==> config.mk <==
export PLATFORM = sky130hd
export DESIGN_NAME = spi_minion
export DESIGN_NICKNAME = d
export VERILOG_FILES = /design/src/logic/spi_minion_pkg.sv /design/src/logic/minion_adapter.sv /design/src/logic/msg_queue.sv /design/src/logic/spi_minion.sv /design/src/logic/spi_pin_sync.sv /design/src/logic/spi_shifter.sv
export VERILOG_INCLUDE_DIRS = /design/src /design/src/include
export SDC_FILE = /design/constraint.sdc
export NUM_CORES = 1
export LEC_CHECK = 0
export CAP_MARGIN = 10
export CORE_MARGIN = 3
export CORE_UTILIZATION = 57
export DETAILED_ROUTE_END_ITERATION = 10
export DONT_BUFFER_PORTS = 1
export GPL_TIMING_DRIVEN = 0
export PLACE_DENSITY_LB_ADDON = 0.12
export SLEW_MARGIN = 20
export SYNTH_ARGS = -nofsm -noshare
export SYNTH_HDL_FRONTEND = slang
export SYNTH_HIERARCHICAL = 1
export SYNTH_SLANG_ARGS = --single-unit
==> constraint.sdc <==
create_clock -name clk -period 4.8 [get_ports clk]
set_input_delay 0.96 -clock clk [delete_from_list [all_inputs] [get_ports clk]]
set_output_delay 0.96 -clock clk [all_outputs]
set_load 0.02 [all_outputs]
==> src/include/spi_minion_cfg.svh <==
`ifndef SPI_MINION_CFG_SVH
`define SPI_MINION_CFG_SVH

// Width of one payload word carried in a frame.
`define SPI_DATA_BITS 32

// Entries in each message queue, two or more.
`define SPI_QUEUE_DEPTH 8

// Write flag and read flag sit above the payload.
`define SPI_FRAME_BITS (`SPI_DATA_BITS + 2)

`endif

==> src/logic/spi_minion_pkg.sv <==
`include "spi_minion_cfg.svh"

package spi_minion_pkg;

	// One payload word.
	typedef logic [`SPI_DATA_BITS - 1:0] data_t;

	// One serial frame.
	// Outbound the top bits are {write, read}, inbound they are {valid, space}.
	typedef logic [`SPI_FRAME_BITS - 1:0] frame_t;

	// Free-entry count, able to hold the full queue depth.
	typedef logic [$clog2(`SPI_QUEUE_DEPTH + 1) - 1:0] count_t;

endpackage

==> src/logic/minion_adapter.sv <==
`timescale 1ns/10ps

module minion_adapter
	import spi_minion_pkg::*;
(
	input  logic   pull_en,
	input  logic   push_en,
	input  frame_t push_frame,
	input  logic   wq_enq_rdy,
	input  count_t wq_num_free,
	input  logic   rq_deq_val,
	input  data_t  rq_deq_msg,
	input  data_t  send_msg,
	input  logic   send_val,
	output logic   wq_enq_val,
	output logic   rq_deq_rdy,
	output frame_t pull_frame,
	output logic   adapter_parity
);

	localparam int frame_bits = $bits(frame_t);
	localparam int data_bits = $bits(data_t);

	logic write_flag;
	logic read_flag;
	logic dequeued;
	logic space;
	data_t reply_data;

	assign write_flag = push_frame[frame_bits - 1];
	assign read_flag = push_frame[frame_bits - 2];

	// A closing frame with the write flag offers its data to the write queue.
	assign wq_enq_val = push_en && write_flag;

	// A read request is served at the start of the following frame.
	assign rq_deq_rdy = pull_en && read_flag;
	assign dequeued = rq_deq_rdy && rq_deq_val;

	// Room remains after any enqueue taken in the same cycle.
	assign space = wq_enq_rdy && (!wq_enq_val || (wq_num_free > count_t'(1)));

	// No stale queue contents leak into an empty reply.
	assign reply_data = rq_deq_msg & {data_bits{dequeued}};

	assign pull_frame = {dequeued, space, reply_data};

	assign adapter_parity = (^send_msg) && send_val;

endmodule

==> src/logic/msg_queue.sv <==
`timescale 1ns/10ps

`include "spi_minion_cfg.svh"

module msg_queue
	import spi_minion_pkg::*;
#(
	parameter int depth = `SPI_QUEUE_DEPTH
) (
	input  logic   clk,
	input  logic   reset,
	input  logic   enq_val,
	input  data_t  enq_msg,
	input  logic   deq_rdy,
	output logic   enq_rdy,
	output logic   deq_val,
	output data_t  deq_msg,
	output count_t num_free
);

	localparam int ptr_bits = $clog2(depth);
	localparam logic [ptr_bits - 1:0] last_entry = ptr_bits'(depth - 1);

	data_t storage [depth];

	logic [ptr_bits - 1:0] enq_ptr;
	logic [ptr_bits - 1:0] deq_ptr;
	logic [ptr_bits - 1:0] enq_ptr_inc;
	logic [ptr_bits - 1:0] deq_ptr_inc;
	logic full;
	logic empty;
	logic do_enq;
	logic do_deq;

	// Equal pointers mean empty unless the full flag is set.
	assign empty = !full && (enq_ptr == deq_ptr);

	assign enq_rdy = !full;
	assign deq_val = !empty;

	assign do_enq = enq_val && enq_rdy;
	assign do_deq = deq_rdy && deq_val;

	// Pointers wrap at depth, which need not be a power of two.
	assign enq_ptr_inc = (enq_ptr == last_entry) ? '0 : enq_ptr + 1'b1;
	assign deq_ptr_inc = (deq_ptr == last_entry) ? '0 : deq_ptr + 1'b1;

	always_ff @(posedge clk) begin
		if (reset) begin
			enq_ptr <= '0;
			deq_ptr <= '0;
			full <= 1'b0;
		end else begin
			if (do_enq) begin
				enq_ptr <= enq_ptr_inc;
			end
			if (do_deq) begin
				deq_ptr <= deq_ptr_inc;
			end
			if (do_enq && !do_deq && (enq_ptr_inc == deq_ptr)) begin
				full <= 1'b1;
			end else if (do_deq && !do_enq) begin
				full <= 1'b0;
			end
		end
	end

	always_ff @(posedge clk) begin
		if (do_enq) begin
			storage[enq_ptr] <= enq_msg;
		end
	end

	// The head entry is read straight from storage.
	assign deq_msg = storage[deq_ptr];

	always_comb begin
		if (full) begin
			num_free = '0;
		end else if (enq_ptr >= deq_ptr) begin
			num_free = count_t'(depth - (enq_ptr - deq_ptr));
		end else begin
			num_free = count_t'(deq_ptr - enq_ptr);
		end
	end

	// A full queue has its tail wrapped round onto its head.
	full_pointers_meet: assert property (
		@(posedge clk) disable iff (reset) full |-> (enq_ptr == deq_ptr)
	);

	// The free count follows every enqueue and dequeue.
	free_count_tracks: assert property (
		@(posedge clk) disable iff (reset)
		1'b1 |=> (num_free == count_t'($past(num_free) + $past(do_deq) - $past(do_enq)))
	);

endmodule

==> src/logic/spi_minion.sv <==
`timescale 1ns/10ps

`include "spi_minion_cfg.svh"

module spi_minion
	import spi_minion_pkg::*;
(
	input  logic  clk,
	input  logic  reset,
	input  logic  cs,
	input  logic  sclk,
	input  logic  mosi,
	input  data_t recv_msg,
	input  logic  recv_val,
	input  logic  send_rdy,
	output logic  miso,
	output logic  recv_rdy,
	output logic  send_val,
	output logic  minion_parity,
	output logic  adapter_parity,
	output data_t send_msg
);

	logic cs_level;
	logic cs_rise;
	logic cs_fall;
	logic sclk_rise;
	logic sclk_fall;
	logic mosi_level;

	logic pull_en;
	logic push_en;
	frame_t push_frame;
	frame_t pull_frame;

	logic wq_enq_val;
	logic wq_enq_rdy;
	count_t wq_num_free;
	logic rq_deq_val;
	logic rq_deq_rdy;
	data_t rq_deq_msg;

	// Chip select idles high.
	spi_pin_sync #(
		.reset_value(1'b1)
	) cs_sync (
		.clk(clk),
		.reset(reset),
		.pin(cs),
		.sync_level(cs_level),
		.rise(cs_rise),
		.fall(cs_fall)
	);

	spi_pin_sync #(
		.reset_value(1'b0)
	) sclk_sync (
		.clk(clk),
		.reset(reset),
		.pin(sclk),
		.sync_level(),
		.rise(sclk_rise),
		.fall(sclk_fall)
	);

	spi_pin_sync #(
		.reset_value(1'b0)
	) mosi_sync (
		.clk(clk),
		.reset(reset),
		.pin(mosi),
		.sync_level(mosi_level),
		.rise(),
		.fall()
	);

	spi_shifter shifter (
		.clk(clk),
		.reset(reset),
		.cs_level(cs_level),
		.cs_rise(cs_rise),
		.cs_fall(cs_fall),
		.sclk_rise(sclk_rise),
		.sclk_fall(sclk_fall),
		.mosi_level(mosi_level),
		.pull_frame(pull_frame),
		.miso(miso),
		.pull_en(pull_en),
		.push_en(push_en),
		.frame_parity(minion_parity),
		.push_frame(push_frame)
	);

	minion_adapter adapter (
		.pull_en(pull_en),
		.push_en(push_en),
		.push_frame(push_frame),
		.wq_enq_rdy(wq_enq_rdy),
		.wq_num_free(wq_num_free),
		.rq_deq_val(rq_deq_val),
		.rq_deq_msg(rq_deq_msg),
		.send_msg(send_msg),
		.send_val(send_val),
		.wq_enq_val(wq_enq_val),
		.rq_deq_rdy(rq_deq_rdy),
		.pull_frame(pull_frame),
		.adapter_parity(adapter_parity)
	);

	// Host to system.
	msg_queue #(
		.depth(`SPI_QUEUE_DEPTH)
	) write_queue (
		.clk(clk),
		.reset(reset),
		.enq_val(wq_enq_val),
		.enq_msg(push_frame[`SPI_DATA_BITS - 1:0]),
		.deq_rdy(send_rdy),
		.enq_rdy(wq_enq_rdy),
		.deq_val(send_val),
		.deq_msg(send_msg),
		.num_free(wq_num_free)
	);

	// System to host.
	msg_queue #(
		.depth(`SPI_QUEUE_DEPTH)
	) read_queue (
		.clk(clk),
		.reset(reset),
		.enq_val(recv_val),
		.enq_msg(recv_msg),
		.deq_rdy(rq_deq_rdy),
		.enq_rdy(recv_rdy),
		.deq_val(rq_deq_val),
		.deq_msg(rq_deq_msg),
		.num_free()
	);

endmodule

==> src/logic/spi_pin_sync.sv <==
`timescale 1ns/10ps

module spi_pin_sync #(
	parameter logic reset_value = 1'b0
) (
	input  logic clk,
	input  logic reset,
	input  logic pin,
	output logic sync_level,
	output logic rise,
	output logic fall
);

	// Bit 0 is the newest sample, bit 2 the oldest.
	logic [2:0] history;

	always_ff @(posedge clk) begin
		if (reset) begin
			history <= {3{reset_value}};
		end else begin
			history <= {history[1:0], pin};
		end
	end

	// Edges are taken between the two settled stages.
	assign rise = !history[2] && history[1];
	assign fall = history[2] && !history[1];

	assign sync_level = history[1];

endmodule

==> src/logic/spi_shifter.sv <==
`timescale 1ns/10ps

module spi_shifter
	import spi_minion_pkg::*;
(
	input  logic   clk,
	input  logic   reset,
	input  logic   cs_level,
	input  logic   cs_rise,
	input  logic   cs_fall,
	input  logic   sclk_rise,
	input  logic   sclk_fall,
	input  logic   mosi_level,
	input  frame_t pull_frame,
	output logic   miso,
	output logic   pull_en,
	output logic   push_en,
	output logic   frame_parity,
	output frame_t push_frame
);

	localparam int frame_bits = $bits(frame_t);
	localparam int data_bits = $bits(data_t);

	frame_t rx_frame;
	frame_t tx_frame;
	logic rx_shift;
	logic tx_shift;

	// A frame opens on the chip-select fall and closes on its rise.
	assign pull_en = cs_fall;
	assign push_en = cs_rise;

	// Sample on the rising serial clock, drive on the falling one.
	assign rx_shift = !cs_level && sclk_rise;
	assign tx_shift = !cs_level && sclk_fall;

	// Receive shifter, MSB first.
	// It keeps the last frame until the next one starts shifting in.
	always_ff @(posedge clk) begin
		if (reset) begin
			rx_frame <= '0;
		end else if (rx_shift) begin
			rx_frame <= {rx_frame[frame_bits - 2:0], mosi_level};
		end
	end

	// Transmit shifter.
	// The reply loads at frame start so its MSB is on MISO before the first rise.
	always_ff @(posedge clk) begin
		if (reset) begin
			tx_frame <= '0;
		end else if (pull_en) begin
			tx_frame <= pull_frame;
		end else if (tx_shift) begin
			tx_frame <= {tx_frame[frame_bits - 2:0], 1'b0};
		end
	end

	assign miso = tx_frame[frame_bits - 1];
	assign push_frame = rx_frame;

	// Parity over the payload of the frame just closed.
	assign frame_parity = (^push_frame[data_bits - 1:0]) && push_en;

	// Both strobes come from one synchronized chip select, so they cannot overlap.
	frame_strobes_exclusive: assert property (
		@(posedge clk) disable iff (reset) !(pull_en && push_en)
	);

endmodule

==> flow_summary.toml <==
[run_status]
status = "finished clean"

[placement]
dp_hpwl_um = 31900
place_area_um2 = 25800
port_buffers = 0
gp_congestion = 0.763

[grt]
antenna_found_initial = 0
grt_max_degree = 19
overflow = 0
grt_pass1_wl_um = 74400
grt_pass1_vias = 12400
grt_usage = 0.219

[power]
peakVddDrop_mv = 0.440
p_sw_frac = 0.195
p_clk_frac = 0.440
intPower_mw = 8.55
total_power_mw = 10.6
p_sw_mw = 2.07
power_leakage_nw = 9.40
power_frac_comb = 0.017
share_seq_of_total_power = 0.543
powerDensity_nw_per_um2 = 382

[cts]
holdBufCountCts = 0
cts_tree = "done"
max-clock-path-buffers = 3
cts_sinks = 608
path_clk_slew_ns = 0.06
cts_buffers = 59
h-tree-depth = 2
clk_latency_ns = 0.61
cts_root_buf = "clkbuf_16"

[detailed_routing]
drc_errors = 0
vias_per_cell = 5.79
wl_um = 47900
vias = 11800
wire_per_inst_um = 23.4
postRouteAntennaNets = 0
first_iter_violations = 888
firstDrtPassIters = 5

[critical_path]
max_stage_delay_ns = 0.51
worstSetupPathType = "flop to output port"
path_cells = "buf_6, buf_6, mux4_2, mux2_2, xor2_1, xnor2_1, xnor2_2, xnor2_2, xnor2_1, and2_1"
endpoint_kind = "output port"
cp.arrival_ns = 3.74
crit_fanout = 10
worstSetupStartpointType = "flop"
crit_required_ns = 3.84
slowest_stage = "mux4_2"
reg2reg_depth = 8

[layout]
most-common-layout-cells = "edfxtp_1, dfxtp_1, mux4_2, nor2_1, nand2_1"
antenna_cells = 0
fill_cells = 2846
final_common_cell = "edfxtp_1"
drive_above_1_share = 0.248
stdcell_area_um2 = 27800
area_delta_synth_final_pct = 14.0
fin_nets = 1510

[floorplan]
dieArea_um2 = 45300
coreArea_um2 = 42100
start_util = 0.579
die_w_um = 213
ios = 76
row_count = 75
die_h_um = 213

[sta]
tightest_slew_ns = 0.807
maxSlewViolCount = 0
period_needed_ns = 4.70
min_period_over_period = 0.978
hold_violations = 0
timing.fmax_ghz = 0.213
rsz0062_at_grt = "false"
max_slew_margin = 0.459
fin_worst_skew_ns = 0.0146
finalSetupViolCount = 0

[synth]
syn_area_per_cell_um2 = 18.3
syn_nets = 1390
yosysWarningCount = 6
synth_cells = 1335
netlist_area_um2 = 24400

[worst_hold_path]
whs_path_depth = 1
worstHoldPathType = "input pin to flop"

[run]
maxCapViolCount = 0
==> flip-flops by register name, summed over array words and instances, names as in the netlist, named ones only <==
register	flops
shifter/push_frame	34
write_queue/storage	256
sclk_sync/history	3
read_queue/storage	256
write_queue/enq_ptr	3
mosi_sync/history	2
read_queue/enq_ptr	3
write_queue/full	1
cs_sync/history	3
read_queue/deq_ptr	3
write_queue/deq_ptr	3
shifter/tx_frame	34
read_queue/full	1
==> power groups by stage <==
| stage | Clock (mW) | Combinational, mW | Sequential [mW] |
|---|---|---|---|
| final | 4.68 | 0.180 | 5.76 |
| after global routing | 4.98 | 0.195 | 5.76 |
| after detailed placement | 0 | 0.183 | 5.88 |
| after floorplan | 0 | 0.112 | 5.87 |
| after global placement | 0 | 0.159 | 5.88 |
| after CTS | 4.78 | 0.184 | 5.76 |
==> layer usage <==
| metal | global-route usage | vias to the layer above | routed length [µm] |
|---|---|---|---|
| li1 | - | 5437 | - |
| met1 | 0.279 | 6090 | 19400 |
| met2 | 0.388 | 233 | 25200 |
| met3 | 0.0406 | 71 | 2450 |
| met4 | 0.0592 | 0 | 897 |
| met5 | 0 | - | 0 |
==> metrics by stage <==
| step | std cells | TNS, ns | hold slack [ns] | utilization | setup WS (ns) |
|---|---|---|---|---|---|
| after detailed placement | 1933 | 0 | 0.435 | 0.612 | 0.218 |
| final | 2045 | 0 | 0.416 | 0.660 | 0.104 |
| after global placement | 1874 | -556.01 | 0.432 | 0.595 | -3.29 |
| after floorplan | 1335 | 0 | 0.385 | - | 0.104 |
| after CTS | 2045 | 0 | 0.376 | 0.660 | 0.0264 |
| after global routing | 2045 | 0 | 0.390 | 0.660 | 0.00392 |
==> final cells by class <==
type	instances	area, µm²	share of cell area
flip-flops and latches	608	17300	0.622
clock inverters	47	468	0.0168
plain buffers	75	473	0.0170
well taps	539	674	0.0242
multi-input cells	640	6720	0.242
repair buffers	59	619	0.0223
inverters	12	45.0	0.00162
clock buffers	65	1520	0.0546
==> repair_timing <==
item | 4_1_cts | 5_1_grt
setup endpoints to repair | 1 | 1
pin swaps | 0 | 1
buffers inserted | 0 | 0
hold endpoints to repair | 0 | 0
resized for setup | 8 | 3
==> final timing paths <==
| check | start | end | slack (ns) |
|---|---|---|---|
| worst max register to register | cs_sync/history[1] | write_queue/storage[4][3] | 1.98 |
| worst max-delay path | flop | adapter_parity | 0.10 |
| worst min-delay path | reset | sclk_sync/history[0] | 0.42 |
| worst min register to register | mosi_sync/history[1] | shifter/push_frame[0] | 0.45 |
==> critical path: cells and delay by family, from the launching register on <==
family,cells,cell delay (ns)
mux,2,0.86
flops,1,0.32
simple gates,1,0.30
xor+xnor,5,1.22
buf+inv,2,0.42
Note: power is estimated with default switching activity, not from simulation.
